`src/cam_cfg_macros.svh`:
```
//**********************************************************
// Shared constants for the sensor configuration block
//   SCCB write address of the sensor
//   Register table length
//   Default quarter-bit tick divider
//   Command credits between sequencer and bus engine
//**********************************************************

`ifndef CAM_CFG_MACROS_SVH
`define CAM_CFG_MACROS_SVH

// 8-bit write address, R/W bit already zero
`define CAM_SCCB_DEV_ADDR 8'h78

// Entries in the register write table
`define CAM_REG_COUNT 25

// clk_24m cycles per quarter bit, 5 kHz bit rate at 24 MHz
`define CAM_TICK_DIV_DEFAULT 1200

// Commands the bus engine can hold at once
`define CAM_SCCB_CREDITS 1

`endif
```
`src/cam_cfg_pkg.sv`:
```
//**********************************************************
// Types for the sensor configuration block
//   Table index and register write entry
//   Sequencer states and bus engine phases
//**********************************************************

`include "cam_cfg_macros.svh"

package cam_cfg_pkg;

  // Index wide enough to address every table entry
  typedef logic [$clog2(`CAM_REG_COUNT)-1:0] cam_reg_idx_t;

  // One sensor register write, sent high byte first
  typedef struct packed {
    logic [15:0] reg_addr;                 // 16-bit sensor register address
    logic [7:0]  reg_val;                  // Value byte
  } cam_reg_entry_t;

  // Sequencer states
  typedef enum logic [2:0] {
    CFG_IDLE,                              // Held while initial_en low
    CFG_ISSUE,                             // Waiting for a credit to send
    CFG_WAIT,                              // Transfer in flight
    CFG_NEXT,                              // Step to next entry
    CFG_DONE                               // Whole table written
  } cfg_state_e;

  // Bus engine phases, four ticks each
  typedef enum logic [2:0] {
    SCCB_IDLE,                             // Bus released
    SCCB_START,                            // SDA falls while SCL high
    SCCB_BIT,                              // One data bit, MSB first
    SCCB_ACK,                              // SDA released for slave ACK
    SCCB_STOP                              // SDA rises while SCL high
  } sccb_phase_e;

endpackage

```
`src/sccb_cmd_if.sv`:
```
//**********************************************************
// Command path between the config sequencer and the
// SCCB write engine, credit based with returned status
//**********************************************************

`timescale 1ns/1ps

interface sccb_cmd_if;

  import cam_cfg_pkg::*;

  logic           cmd_valid;               // One-cycle command strobe
  cam_reg_entry_t cmd_entry;               // Register write to send
  logic           credit_return;           // Pulse when a transfer ends
  logic           cmd_nack;                // Some byte was not acknowledged

  // Sequencer side
  modport seq_mp (
    output cmd_valid,
    output cmd_entry,
    input  credit_return,
    input  cmd_nack
  );

  // Engine side
  modport eng_mp (
    input  cmd_valid,
    input  cmd_entry,
    output credit_return,
    output cmd_nack
  );

endinterface

```
`src/cam_reg_config.sv`:
```
//**********************************************************
// Camera register configuration top level
//   Register table, sequencer and SCCB write engine
//   SDA split into pull-low enable and sensed input
//**********************************************************

`timescale 1ns/1ps

`include "cam_cfg_macros.svh"

module cam_reg_config
#(
  parameter int TICK_DIV = `CAM_TICK_DIV_DEFAULT    // clk_24m cycles per quarter bit
)
(
  input  logic clk_24m,
  input  logic cam_rstn,
  input  logic initial_en,                // Start or restart configuration
  output logic reg_conf_done,             // All writes acknowledged
  output logic i2c_sclk,
  output logic i2c_sdat_oe,               // Drive SDA low
  input  logic i2c_sdat_in                // Wired SDA level
);

  import cam_cfg_pkg::*;

  cam_reg_idx_t   reg_idx;                // Sequencer to table
  cam_reg_entry_t reg_entry;              // Table to sequencer

  sccb_cmd_if cmd_if ();                  // Sequencer to engine

  //********************************************************
  // Instances
  //********************************************************
  cam_reg_table i_cam_reg_table
  (
    .reg_idx       (reg_idx),
    .reg_entry     (reg_entry)
  );

  cam_config_seq i_cam_config_seq
  (
    .clk_24m       (clk_24m),
    .cam_rstn      (cam_rstn),
    .initial_en    (initial_en),
    .reg_idx       (reg_idx),
    .reg_entry     (reg_entry),
    .cmd           (cmd_if.seq_mp),
    .reg_conf_done (reg_conf_done)
  );

  sccb_write_engine #(.TICK_DIV(TICK_DIV)) i_sccb_write_engine
  (
    .clk_24m       (clk_24m),
    .cam_rstn      (cam_rstn),
    .cmd           (cmd_if.eng_mp),
    .i2c_sclk      (i2c_sclk),
    .i2c_sdat_oe   (i2c_sdat_oe),
    .i2c_sdat_in   (i2c_sdat_in)
  );

endmodule

```
`src/sccb_write_engine.sv`:
```
//**********************************************************
// SCCB write engine
//   Quarter-bit tick from a clk_24m divider
//   Start, device address, three entry bytes, stop
//   ACK sampled per byte, NACK reported with the credit
//**********************************************************

`timescale 1ns/1ps

`include "cam_cfg_macros.svh"

module sccb_write_engine
#(
  parameter int TICK_DIV = `CAM_TICK_DIV_DEFAULT    // clk_24m cycles per quarter bit
)
(
  input  logic       clk_24m,
  input  logic       cam_rstn,
  sccb_cmd_if.eng_mp cmd,                           // Commands in, credits out
  output logic       i2c_sclk,                      // Bus clock
  output logic       i2c_sdat_oe,                   // High pulls SDA low
  input  logic       i2c_sdat_in                    // Sensed SDA level
);

  import cam_cfg_pkg::*;

  localparam int DIV_W = (TICK_DIV > 1) ? $clog2(TICK_DIV) : 1;

  logic [DIV_W-1:0] div_cnt;              // Tick divider
  logic             tick;                 // Quarter-bit strobe
  sccb_phase_e      phase;
  logic [1:0]       qtr;                  // Quarter within phase
  logic [2:0]       bit_cnt;              // Bit within byte
  logic [1:0]       byte_cnt;             // Byte within transfer
  logic [31:0]      frame;                // Address plus entry, MSB out first
  logic             pend;                 // Command taken, not yet started
  logic             nack_q;               // Sticky NACK of this transfer
  logic             ret_q;                // Credit pulse

  assign cmd.credit_return = ret_q;
  assign cmd.cmd_nack      = nack_q;

  //********************************************************
  // Tick generator
  //********************************************************
  assign tick = (div_cnt == DIV_W'(TICK_DIV - 1));

  always_ff @(posedge clk_24m or negedge cam_rstn)
  begin
    if (!cam_rstn)
      div_cnt <= '0;
    else if (tick)
      div_cnt <= '0;
    else
      div_cnt <= div_cnt + 1'b1;
  end

  //********************************************************
  // Transfer shift register
  //********************************************************
  always_ff @(posedge clk_24m)
  begin
    if (cmd.cmd_valid)
      frame <= {`CAM_SCCB_DEV_ADDR, cmd.cmd_entry};   // Load whole transfer
    else if (tick && phase == SCCB_BIT && qtr == 2'd3)
      frame <= {frame[30:0], 1'b0};                   // Next bit after SCL falls
  end

  //********************************************************
  // Phase FSM
  //********************************************************
  always_ff @(posedge clk_24m or negedge cam_rstn)
  begin
    if (!cam_rstn)
    begin
      phase    <= SCCB_IDLE;
      qtr      <= 2'd0;
      bit_cnt  <= 3'd0;
      byte_cnt <= 2'd0;
      pend     <= 1'b0;
      nack_q   <= 1'b0;
      ret_q    <= 1'b0;
    end
    else
    begin
      ret_q <= 1'b0;
      if (cmd.cmd_valid)
        pend <= 1'b1;                     // Always room, credit guaranteed
      if (tick)
      begin
        qtr <= qtr + 2'd1;                // Wraps every four ticks
        case (phase)
          SCCB_IDLE  :
          begin
            qtr <= 2'd0;
            if (pend)
            begin
              pend   <= 1'b0;
              nack_q <= 1'b0;             // Fresh status per transfer
              phase  <= SCCB_START;
            end
          end
          SCCB_START :
            if (qtr == 2'd3)
            begin
              bit_cnt  <= 3'd0;
              byte_cnt <= 2'd0;
              phase    <= SCCB_BIT;
            end
          SCCB_BIT   :
            if (qtr == 2'd3)
            begin
              bit_cnt <= bit_cnt + 3'd1;
              if (bit_cnt == 3'd7)
                phase <= SCCB_ACK;
            end
          SCCB_ACK   :
          begin
            if (qtr == 2'd1 && i2c_sdat_in)
              nack_q <= 1'b1;             // Sampled mid SCL high
            if (qtr == 2'd3)
            begin
              byte_cnt <= byte_cnt + 2'd1;
              phase    <= (byte_cnt == 2'd3) ? SCCB_STOP : SCCB_BIT;
            end
          end
          SCCB_STOP  :
            if (qtr == 2'd3)
            begin
              ret_q <= 1'b1;              // Credit one cycle after stop tick
              phase <= SCCB_IDLE;
            end
          default    : phase <= SCCB_IDLE;
        endcase
      end
    end
  end

  //********************************************************
  // Bus pin decode
  //********************************************************
  // SCL high in quarters 1 and 2 of each bit, SDA moves in quarter 0
  always_comb
  begin
    i2c_sclk    = 1'b1;                   // Idle bus released
    i2c_sdat_oe = 1'b0;
    case (phase)
      SCCB_START :
      begin
        i2c_sclk    = (qtr != 2'd3);
        i2c_sdat_oe = (qtr != 2'd0);      // SDA falls under high SCL
      end
      SCCB_BIT   :
      begin
        i2c_sclk    = (qtr == 2'd1) || (qtr == 2'd2);
        i2c_sdat_oe = ~frame[31];
      end
      SCCB_ACK   : i2c_sclk = (qtr == 2'd1) || (qtr == 2'd2);
      SCCB_STOP  :
      begin
        i2c_sclk    = (qtr != 2'd0);
        i2c_sdat_oe = (qtr < 2'd2);       // SDA rises under high SCL
      end
      default    : ;
    endcase
  end

  //********************************************************
  // Checks
  //********************************************************
  // Sequencer credit keeps commands away from a busy engine
  a_no_cmd_when_busy : assert property (@(posedge clk_24m) disable iff (!cam_rstn)
    cmd.cmd_valid |-> (phase == SCCB_IDLE && !pend));

endmodule

```
`src/cam_config_seq.sv`:
```
//**********************************************************
// Configuration sequencer
//   Walks the register table one write at a time
//   Holds the command credit, resends an entry on NACK
//   Raises reg_conf_done after the last good write
//**********************************************************

`timescale 1ns/1ps

`include "cam_cfg_macros.svh"

module cam_config_seq
(
  input  logic                        clk_24m,
  input  logic                        cam_rstn,
  input  logic                        initial_en,     // Run enable, low restarts
  output cam_cfg_pkg::cam_reg_idx_t   reg_idx,        // Table entry select
  input  cam_cfg_pkg::cam_reg_entry_t reg_entry,      // Entry at reg_idx
  sccb_cmd_if.seq_mp                  cmd,            // Command path to engine
  output logic                        reg_conf_done   // Whole table written
);

  import cam_cfg_pkg::*;

  localparam int           CRED_W   = $clog2(`CAM_SCCB_CREDITS + 1);
  localparam cam_reg_idx_t LAST_IDX = cam_reg_idx_t'(`CAM_REG_COUNT - 1);

  cfg_state_e        state;
  logic              cmd_valid_q;         // Registered strobe
  logic [CRED_W-1:0] credit_cnt;          // Credits held

  assign cmd.cmd_valid = cmd_valid_q;
  assign cmd.cmd_entry = reg_entry;       // Stable while in CFG_WAIT

  //********************************************************
  // Credit counter
  //********************************************************
  // Runs apart from the FSM so a credit returning after a
  // restart is still taken back
  always_ff @(posedge clk_24m or negedge cam_rstn)
  begin
    if (!cam_rstn)
      credit_cnt <= CRED_W'(`CAM_SCCB_CREDITS);
    else
      credit_cnt <= credit_cnt + CRED_W'(cmd.credit_return) - CRED_W'(cmd_valid_q);
  end

  //********************************************************
  // Sequencer FSM
  //********************************************************
  always_ff @(posedge clk_24m or negedge cam_rstn)
  begin
    if (!cam_rstn)
    begin
      state         <= CFG_IDLE;
      reg_idx       <= '0;
      cmd_valid_q   <= 1'b0;
      reg_conf_done <= 1'b0;
    end
    else if (!initial_en)
    begin
      state         <= CFG_IDLE;          // Back to entry 0
      reg_idx       <= '0;
      cmd_valid_q   <= 1'b0;
      reg_conf_done <= 1'b0;
    end
    else
    begin
      cmd_valid_q <= 1'b0;                // Strobe lasts one cycle
      case (state)
        CFG_IDLE  : state <= CFG_ISSUE;
        CFG_ISSUE :
          if (credit_cnt != '0)
          begin
            cmd_valid_q <= 1'b1;          // Credit spent with the strobe
            state       <= CFG_WAIT;
          end
        CFG_WAIT  :
          if (cmd.credit_return)
          begin
            if (cmd.cmd_nack)
              state <= CFG_ISSUE;         // Resend same entry
            else if (reg_idx == LAST_IDX)
            begin
              reg_conf_done <= 1'b1;
              state         <= CFG_DONE;
            end
            else
              state <= CFG_NEXT;
          end
        CFG_NEXT  :
        begin
          reg_idx <= reg_idx + 1'b1;
          state   <= CFG_ISSUE;
        end
        CFG_DONE  : state <= CFG_DONE;    // Hold until initial_en drops
        default   : state <= CFG_IDLE;
      endcase
    end
  end

  //********************************************************
  // Checks
  //********************************************************
  a_issue_needs_credit : assert property (@(posedge clk_24m) disable iff (!cam_rstn)
    cmd_valid_q |-> credit_cnt != '0);

  // Engine must not hand back more credits than it was given
  a_credit_bound : assert property (@(posedge clk_24m) disable iff (!cam_rstn)
    cmd.credit_return |-> credit_cnt < CRED_W'(`CAM_SCCB_CREDITS));

endmodule

```
`src/cam_reg_table.sv`:
```
//**********************************************************
// Sensor register write table, combinational lookup
//   Entries 0..8   clocks, reset, PLL, pad enables
//   Entries 9..24  1280x720 DVP output window
//**********************************************************

`timescale 1ns/1ps

module cam_reg_table
(
  input  cam_cfg_pkg::cam_reg_idx_t   reg_idx,      // Entry select
  output cam_cfg_pkg::cam_reg_entry_t reg_entry     // {reg_addr, reg_val}
);

  //********************************************************
  // Table body
  //********************************************************
  always_comb
  begin
    case (reg_idx)
      // Clock and power setup
      5'd0    : reg_entry = 24'h310311;    // Sysclk taken from pad
      5'd1    : reg_entry = 24'h300882;    // Soft reset
      5'd2    : reg_entry = 24'h300842;    // Soft power down
      5'd3    : reg_entry = 24'h310303;    // Sysclk from PLL
      5'd4    : reg_entry = 24'h3017ff;    // Sync, PCLK, D[9:6] pads out
      5'd5    : reg_entry = 24'h3018ff;    // D[5:0], GPIO pads out
      5'd6    : reg_entry = 24'h30341a;    // 10-bit MIPI mode
      5'd7    : reg_entry = 24'h303713;    // PLL root and pre divider
      5'd8    : reg_entry = 24'h310801;    // PCLK and SCLK root dividers
      // Window start
      5'd9    : reg_entry = 24'h380000;    // X start high
      5'd10   : reg_entry = 24'h380100;    // X start low
      5'd11   : reg_entry = 24'h380200;    // Y start high
      5'd12   : reg_entry = 24'h3803fa;    // Y start low
      // Window end
      5'd13   : reg_entry = 24'h38040a;    // X end high
      5'd14   : reg_entry = 24'h38053f;    // X end low
      5'd15   : reg_entry = 24'h380606;    // Y end high
      5'd16   : reg_entry = 24'h3807a9;    // Y end low
      // Output size 1280x720
      5'd17   : reg_entry = 24'h380805;    // Width high
      5'd18   : reg_entry = 24'h380900;    // Width low
      5'd19   : reg_entry = 24'h380a02;    // Height high
      5'd20   : reg_entry = 24'h380bd0;    // Height low
      // Total frame timing
      5'd21   : reg_entry = 24'h380c07;    // HTS high
      5'd22   : reg_entry = 24'h380d64;    // HTS low
      5'd23   : reg_entry = 24'h380e02;    // VTS high
      5'd24   : reg_entry = 24'h380fe4;    // VTS low
      default : reg_entry = '0;            // Outside table
    endcase
  end

endmodule

```
`config.mk`:
```
export PLATFORM = sky130hd
export DESIGN_NAME = cam_reg_config
export DESIGN_NICKNAME = d
export VERILOG_FILES = /design/src/cam_cfg_pkg.sv /design/src/sccb_cmd_if.sv /design/src/cam_reg_config.sv /design/src/sccb_write_engine.sv /design/src/cam_config_seq.sv /design/src/cam_reg_table.sv
export VERILOG_INCLUDE_DIRS = /design/src
export SDC_FILE = /design/constraint.sdc
export NUM_CORES = 1
export LEC_CHECK = 0
export BUFFER_PORTS_ARGS = -buffer_cell sky130_fd_sc_hd__buf_4
export CORE_AREA = 2 2 83 85
export DETAILED_ROUTE_END_ITERATION = 12
export DIE_AREA = 0 0 85 87
export PLACE_DENSITY = 0.81
export SLEW_MARGIN = 0
export SYNTH_ARGS = -nofsm -noshare
export SYNTH_HDL_FRONTEND = slang
export SYNTH_HIERARCHICAL = 1
export SYNTH_SLANG_ARGS = --single-unit
```
`constraint.sdc`:
```
create_clock -name clk_24m -period 2.3 [get_ports clk_24m]
set_input_delay 0.345 -clock clk_24m [delete_from_list [all_inputs] [get_ports clk_24m]]
set_output_delay 0.345 -clock clk_24m [all_outputs]
set_load 0.02 [all_outputs]
```
==> results of run 1 <==
[state kept, by name (all words and copies together) (netlist names), 2 cells and up]
register / cells
i_sccb_write_engine/frame: 32
i_cam_config_seq/state: 3
i_sccb_write_engine/div_cnt: 11
i_sccb_write_engine/bit_cnt: 3
i_sccb_write_engine/byte_cnt: 2
i_cam_config_seq/reg_idx: 5
i_sccb_write_engine/qtr: 2
i_sccb_write_engine/phase: 3
[cells in the mapped netlist, types with 2 or more instances]
master / count / area (µm²)
buf_4: 33 / 248
mux2i_1: 6 / 60.1
and4_1: 4 / 35.0
nand4_1: 5 / 31.3
xnor2_1: 7 / 61.3
o32ai_1: 2 / 17.5
nor2_1: 30 / 113
a21oi_1: 11 / 55.1
nor2b_1: 8 / 50.1
dfxtp_1: 8 / 160
a31oi_1: 3 / 18.8
clkbuf_1: 5 / 18.8
nand2_1: 13 / 48.8
mux2_2: 24 / 270
a22o_1: 2 / 17.5
nor3b_1: 2 / 15.0
a32oi_1: 2 / 17.5
nand2b_1: 4 / 25.0
nand4b_1: 3 / 26.3
and2_1: 5 / 31.3
inv_1: 11 / 41.3
a21o_1: 3 / 22.5
ha_1: 15 / 188
edfxtp_1: 24 / 721
o311ai_0: 3 / 26.3
nor3_1: 10 / 50.1
dfrtp_1: 34 / 851
xor2_1: 7 / 61.3
o21ai_0: 25 / 125
a211o_1: 2 / 17.5
buf_6: 5 / 56.3
o21ai_2: 2 / 17.5
and4bb_2: 2 / 25.0
nand3b_1: 3 / 22.5
nand3_1: 14 / 70.1
buf_2: 8 / 40.0
a22oi_1: 3 / 22.5
and3_1: 3 / 18.8
or3_1: 4 / 25.0
[metal layers]
layer | vias up | track usage, % | share of wire (%)
met5 | - | 0 | 0
met4 | 0 | 6.06 | 1.0
met3 | 6 | 5.21 | 3.7
met2 | 57 | 35.9 | 49
met1 | 1322 | 28.6 | 46
li1 | 1317 | - | -
[worst register-to-register path, delay by kind of cell (launching register included)]
family,cells,cell delay [ns]
adders and majority gates,1,0.23
AOI/OAI and AO/OA,1,0.19
DFF,1,0.39
and+or+nand+nor,3,1.04
[kinds of logic (layout without fill, tap and decap cells)]
family / Yosys count / after routing / share of synthesized area, %
DFF: 67 / 67 / 43.7
xor gates and xnor gates: 14 / 14 / 3.05
buffers and inverters: 64 / 47 / 10.3
AOI/OAI and AO/OA: 69 / 69 / 11.2
muxes: 31 / 31 / 8.77
adders and majority gates: 15 / 15 / 4.66
other: 1 / 6 / 0.0932
and+or+nand+nor: 123 / 123 / 18.2
[repair_timing]
item / 4_1_cts / 5_1_grt
endpoints found under the hold margin: 34 / 0
setup endpoints to repair: 0 / 1
hold buffers: 1 / 0
gates resized for setup: 0 / 1
[power by group through the flow]
| stage | Combinational (mW) | Sequential, mW | Clock, mW |
|---|---|---|---|
| 2_1_floorplan | 0.308 | 1.29 | 0 |
| 3_3_place_gp | 0.284 | 1.31 | 0 |
| 3_5_place_dp | 0.289 | 1.31 | 0 |
| 4_1_cts | 0.296 | 1.28 | 0.920 |
| 5_1_grt | 0.334 | 1.29 | 0.974 |
| 6_report | 0.299 | 1.28 | 0.891 |
[how the worst max path moves through the flow]
stage	start	slack, ns	cells after the start	to
floorplan	i_cam_config_seq/reg_idx[1]$_DFFE_PN0P_	0.23	8	i_sccb_write_engine/frame[10]$_DFFE_PP_
global placement	i_sccb_write_engine/div_cnt[0]$_DFF_PN0_	0.43	5	i_sccb_write_engine/byte_cnt[0]$_DFFE_PN0P_
CTS	i_sccb_write_engine/qtr[0]$_DFFE_PN0N_	0.17	6	i2c_sclk
finish	i_sccb_write_engine/qtr[0]$_DFFE_PN0N_	0.26	6	i2c_sclk
global route	i_sccb_write_engine/qtr[0]$_DFFE_PN0N_	0.09	6	i2c_sclk
detailed placement	i_sccb_write_engine/div_cnt[0]$_DFF_PN0_	0.38	5	i_sccb_write_engine/byte_cnt[1]$_DFFE_PN0P_
[cell type report]
type                       count  area [µm²]
fill                         512        2450
tap                           80         100
inverter                      12        47.5
clock inverter                 5        26.3
multi-input combinational    258        1870
sequential                    67        1760
timing repair buffer          19         158
clock buffer                  11         153
[stage by stage]
step | total power, mW | hold slack [ns]
final | 2.47 | 0.265
after global routing | 2.59 | 0.240
after floorplan | 1.60 | 0.0494
after detailed placement | 1.60 | 0.322
after CTS | 2.50 | 0.240
after global placement | 1.59 | 0.317
==> results.py, run 1 <==
metrics = {
    "outcome": {
        "status": "finished, final reports clean",
    },
    "placed_design": {
        "hpwl_mm": 4.76,
        "numPortBuffers": 6,
        "post-place-ws_ns": 0.381,
        "placed_area_um2": 3920,
        "dp_cells": 435,
        "gp_congestion": 0.982,
    },
    "worst_setup_path": {
        "slowest_delay_ns": 0.41,
        "end_kind": "output pin",
        "cp_top_family": "flip-flops",
        "worstPathCellList": "ha_2 > nor2b_1 > nand2_1 > o21ai_0 > o21ai_0 > buf_4",
        "crit_path_max_fanout": 9,
        "critPathBufInv": 1,
        "reg2reg_depth": 5,
        "required_ns": 1.96,
        "r2r-start": "i_sccb_write_engine/div_cnt[0]$_DFF_PN0_",
        "r2r_end": "i_sccb_write_engine/byte_cnt[1]$_DFFE_PN0P_",
        "worst_path_max_delay_cell": "dfrtp_1",
        "rrSetupSlack_ns": 0.35,
        "crit_type": "reg -> out",
        "path_common_cell": "o21ai_0",
        "critPathArrivalTime_ns": 1.69,
        "startpoint_type": "register",
    },
    "timing": {
        "timing.slew.headroom_pct": 58.2,
        "fmax_mhz": 491,
        "finalHoldViolCount": 0,
        "tns_ns": 0,
        "maxSlewViolCount": 0,
        "setup_violations": 0,
        "fin_ws_ns": 0.265,
        "worstMarginPinSlew_ns": 0.626,
        "finalCriticalPeriod_ns": 2.04,
        "rsz0062_at_grt": "no",
        "fin_crit_sh_pct": 88.5,
        "fin_skew_ns": 0.00705,
    },
    "synthesis": {
        "synth_ff_type": "dfrtp_1",
        "synth_edf_count": 24,
        "netlist_area_um2": 4030,
        "synth_async_sr_flop_share_pct": 52.2,
        "synthDistinctLibCells": 68,
        "ys_warn_count": 6,
        "synthCells": 384,
        "synth-seq-cells": 67,
        "yosysSeqAreaShare_pct": 43.7,
        "synth.avg_cell_area_um2": 10.5,
    },
    "worst_hold_path": {
        "whs_endpoint": "i_cam_config_seq/reg_conf_done$_DFFE_PN0P_",
        "hp-start": "initial_en",
        "worstHoldPathCells": 2,
        "hold_class": "in -> reg",
    },
    "final_layout": {
        "syn_to_final_growth_pct": 2.24,
        "nNetsFinal": 386,
        "final_core_util_pct": 62.6,
        "final_common_cell": "dfrtp_1",
        "final_layout_size_suffix_gt1_share_pct": 19.9,
        "num_antenna_cells": 0,
        "stdcell_area_um2": 4120,
        "layout_common_cells": "dfrtp_1 (34), nor2_1 (30), o21ai_0 (25)",
        "fin_cells": 452,
    },
    "clock_network": {
        "clock_path_buffers": 2,
        "cts_htree_levels": 3,
        "root_buffer": "clkbuf_8",
        "cts_tree": "yes",
        "cts_setup_buffers": 0,
        "numCtsBuffers": 9,
        "clock_latency_ns": 0.33,
        "clk_pin_slew_worst_paths_ns": 0.07,
        "cts.sinks": 67,
    },
    "floorplanning": {
        "die_x_um": 85,
        "die-area_um2": 7400,
        "io-pin-count": 7,
        "rows": 30,
        "core_area_um2": 6570,
        "start_util_pct": 61.3,
        "fp.dieH_um": 87,
    },
    "power_and_ir_drop": {
        "pwr-share-comb_pct": 12.1,
        "power_frac_seq_pct": 51.9,
        "clkPwrFrac_pct": 36.0,
        "p_leak_nw": 1.64,
        "p_per_area_nw_per_um2": 601,
        "p_int_mw": 1.83,
        "sw_frac_of_total_pct": 25.9,
        "netSwitchingPower_mw": 0.641,
        "peakVddDrop_v": 0.000353,
    },
    "grt": {
        "antenna_found_initial": 0,
        "grt_max_degree": 36,
        "grt_overflow": 0,
        "track_usage_pct": 21.6,
        "first_global_vias": 2676,
        "grt_pass1_wl_mm": 12.6,
    },
    "routing": {
        "wl_mm": 7.11,
        "vias": 2702,
        "drtPass1Iterations": 4,
        "first_iter_violations": 217,
        "drc_errors": 0,
        "via_per_inst": 5.98,
        "drt.antenna.violating_nets": 0,
        "post_drt_wl_per_cell_um": 15.7,
    },
    "run": {
        "cap_violations": 0,
    },
}
Power figures use the tool's default switching activity.
==> run 2, diff against run 1 <==
--- a/config.mk
+++ b/config.mk
@@ -6,11 +6,12 @@
 export SDC_FILE = /design/constraint.sdc
 export NUM_CORES = 1
 export LEC_CHECK = 0
+export ABC_AREA = 1
 export BUFFER_PORTS_ARGS = -buffer_cell sky130_fd_sc_hd__buf_4
-export CORE_AREA = 2 2 83 85
+export CORE_AREA = 2 2 94 78
 export DETAILED_ROUTE_END_ITERATION = 12
-export DIE_AREA = 0 0 85 87
-export PLACE_DENSITY = 0.81
+export DIE_AREA = 0 0 96 80
+export PLACE_DENSITY = 0.79
 export SLEW_MARGIN = 0
 export SYNTH_ARGS = -nofsm -noshare
 export SYNTH_HDL_FRONTEND = slang
==> results.py, run 2 <==
metrics = {
    "synthesis": {
        "synth_edf_count": 24,
        "yosys.area.top_type": "dfrtp_1",
        "synthDistinctLibCells": 42,
        "synth_ff_type": "dfrtp_1",
        "synth_async_sr_flop_share_pct": 52.2,
        "ys_warn_count": 6,
        "yosysMostFrequentCell": "nand2_1",
        "synth_top_area_share_pct": 20.8,
        "synth.avg_cell_area_um2": 7.82,
        "synth-seq-cells": 67,
        "synth_area_leaders": "dfrtp_1 (21%), edfxtp_1 (18%), nand2_1 (17%)",
        "synth_common_cells": "nand2_1 (180), inv_1 (45), nand3_1 (39)",
        "netlist_area_um2": 4080,
        "yosysSeqAreaShare_pct": 43.0,
        "synthCells": 522,
    },
    "worst_setup_path": {
        "endpoint": "i2c_sdat_oe",
        "r2r_end": "i_sccb_write_engine/frame[11]$_DFFE_PP_",
        "startpoint": "i_sccb_write_engine/phase[2]$_DFFE_PN0P_",
        "startpoint_type": "register",
        "worst_path_max_delay_cell": "dfrtp_1",
        "slowest_delay_ns": 0.46,
        "rrSetupSlack_ns": 0.39,
        "r2r-start": "i_cam_config_seq/reg_idx[1]$_DFFE_PN0P_",
        "path_common_cell": "nand2_1",
        "worstPathCellList": "inv_1 > nand2_1 > nor2_1 > nand2_1 > o221ai_1 > buf_4",
        "critPathArrivalTime_ns": 1.59,
        "reg2reg_depth": 8,
        "crit_type": "reg -> out",
        "crit_path_max_fanout": 6,
        "required_ns": 1.96,
        "end_kind": "output pin",
    },
    "timing": {
        "fmax_mhz": 518,
        "finalHoldViolCount": 0,
        "fin_crit_sh_pct": 83.9,
        "worstMarginPinSlew_ns": 0.740,
        "tns_ns": 0,
        "finalCriticalPeriod_ns": 1.93,
        "setup_violations": 0,
        "fin_ws_ns": 0.370,
        "fin_skew_ns": 0.0132,
        "holdWs_ns": 0.263,
        "maxSlewViolCount": 0,
        "timing.slew.headroom_pct": 50.6,
        "rsz0062_at_grt": "no",
    },
    "placed_design": {
        "gp_congestion": 0.892,
        "dp_cells": 577,
        "hpwl_mm": 4.89,
        "numPortBuffers": 6,
        "post-place-ws_ns": 0.442,
    },
    "clock_network": {
        "cts.sinks": 67,
        "numCtsBuffers": 9,
        "clock_path_buffers": 2,
        "cts.repair.resized": 0,
        "root_buffer": "clkbuf_8",
        "cts_hold_buf": 1,
        "clock_latency_ns": 0.34,
        "cts_htree_levels": 3,
        "cts_setup_buffers": 0,
        "cts_tree": "yes",
        "clk_pin_slew_worst_paths_ns": 0.08,
    },
    "routing": {
        "wl_mm": 7.13,
        "drt.antenna.violating_nets": 0,
        "post_drt_wl_per_cell_um": 12.0,
        "first_iter_violations": 206,
        "vias": 3106,
        "drc_errors": 0,
        "drtPass1Iterations": 5,
        "via_per_inst": 5.23,
    },
    "final_layout": {
        "fillers": 559,
        "num_antenna_cells": 0,
        "layout_common_cells": "nand2_1 (180), inv_1 (45), nand3_1 (39)",
        "multi_input_area_um2": 1780,
        "largestRegisters": "i_sccb_write_engine/frame (32), i_sccb_write_engine/div_cnt (11), i_cam_config_seq/reg_idx (5)",
        "final_common_cell": "nand2_1",
        "seq_area_um2": 1760,
        "top_register": "i_sccb_write_engine/frame",
        "largest_register_ffs": 32,
        "syn_to_final_growth_pct": 1.35,
        "nNetsFinal": 521,
        "fin_cells": 594,
        "final_layout_size_suffix_gt1_share_pct": 11.2,
    },
    "grt": {
        "grt_max_degree": 36,
        "track_usage_pct": 20.6,
        "grt_overflow": 0,
        "grt_pass1_wl_mm": 12.3,
        "first_global_vias": 2804,
        "antenna_found_initial": 0,
    },
    "run": {
        "cap_violations": 0,
    },
    "floorplanning": {
        "die-area_um2": 7680,
        "io-pin-count": 7,
        "rows": 27,
        "core_area_um2": 6720,
        "die_x_um": 96,
        "fp.dieH_um": 80,
        "start_util_pct": 60.7,
    },
    "power_and_ir_drop": {
        "p_total_mw": 3.29,
        "p_per_area_nw_per_um2": 794,
        "peakVddDrop_v": 0.000504,
        "p_leak_nw": 2.07,
    },
    "worst_hold_path": {
        "hold_class": "in -> reg",
    },
    "outcome": {
        "status": "finished, final reports clean",
    },
}
-- run 2: final cells by class --
type | count | area share, %
Clock inverter | 3 | 0.484
Tap cell | 87 | 2.63
Multi-Input combinational cell | 359 | 43.0
Sequential cell | 67 | 42.5
Timing Repair Buffer | 12 | 2.24
Inverter | 53 | 5.08
Clock buffer | 13 | 4.08
-- run 2: report_power, final --
| group | leakage [nW] | switching [mW] | internal [mW] | total (mW) |
|---|---|---|---|---|
| Clock | 0.100 | 0.435 | 0.481 | 0.916 |
| Combinational | 1.22 | 0.534 | 0.277 | 0.810 |
| Sequential | 0.742 | 0.105 | 1.46 | 1.56 |
-- run 2: worst max-delay path: cells and delay by family (launching register included) --
kind	cells	cell delay, ns
simple gates	3	0.38
buf+inv	2	0.31
compound gates	1	0.10
flops	1	0.46
-- run 2: metrics by stage --
step	util, %	instance area [µm²]
after floorplan	-	4100
after global placement	58.6	3940
after detailed placement	58.6	3940
after CTS	61.6	4140
after global routing	61.6	4140
final	61.6	4140
-- run 2: per-layer routing --
metal	up-vias	part of all wire [%]	global-route usage [%]
met4	0	0.86	6.43
met3	8	6.7	5.10
met2	102	45	32.2
met5	-	0	0
met1	1406	47	28.2
li1	1590	-	-
-- run 2: worst min path at each step --
stage / startpoint / depth (start not counted) / endpoint
global placement: cam_rstn / 1 / i_cam_config_seq/state[1]$_DFFE_PN0P_
detailed placement: cam_rstn / 1 / i_cam_config_seq/state[1]$_DFFE_PN0P_
CTS: i2c_sdat_in / 3 / i_sccb_write_engine/cmd.cmd_nack$_DFFE_PN0P_
global route: i2c_sdat_in / 3 / i_sccb_write_engine/cmd.cmd_nack$_DFFE_PN0P_
floorplan: cam_rstn / 0 / i_cam_config_seq/cmd.cmd_valid$_DFF_PN0_
finish: i2c_sdat_in / 3 / i_sccb_write_engine/cmd.cmd_nack$_DFFE_PN0P_
-- run 2: logic make-up after synthesis --
group | count (synthesis) | synth area share [%]
AO/OA/AOI/OAI | 39 | 5.58
flip-flops | 67 | 43.0
XOR/XNOR | 5 | 1.07
other | 1 | 0.0918
buffers and inverters | 101 | 13.8
AND/OR/NAND/NOR | 294 | 31.8
adder cells (fa/ha/maj) | 15 | 4.60
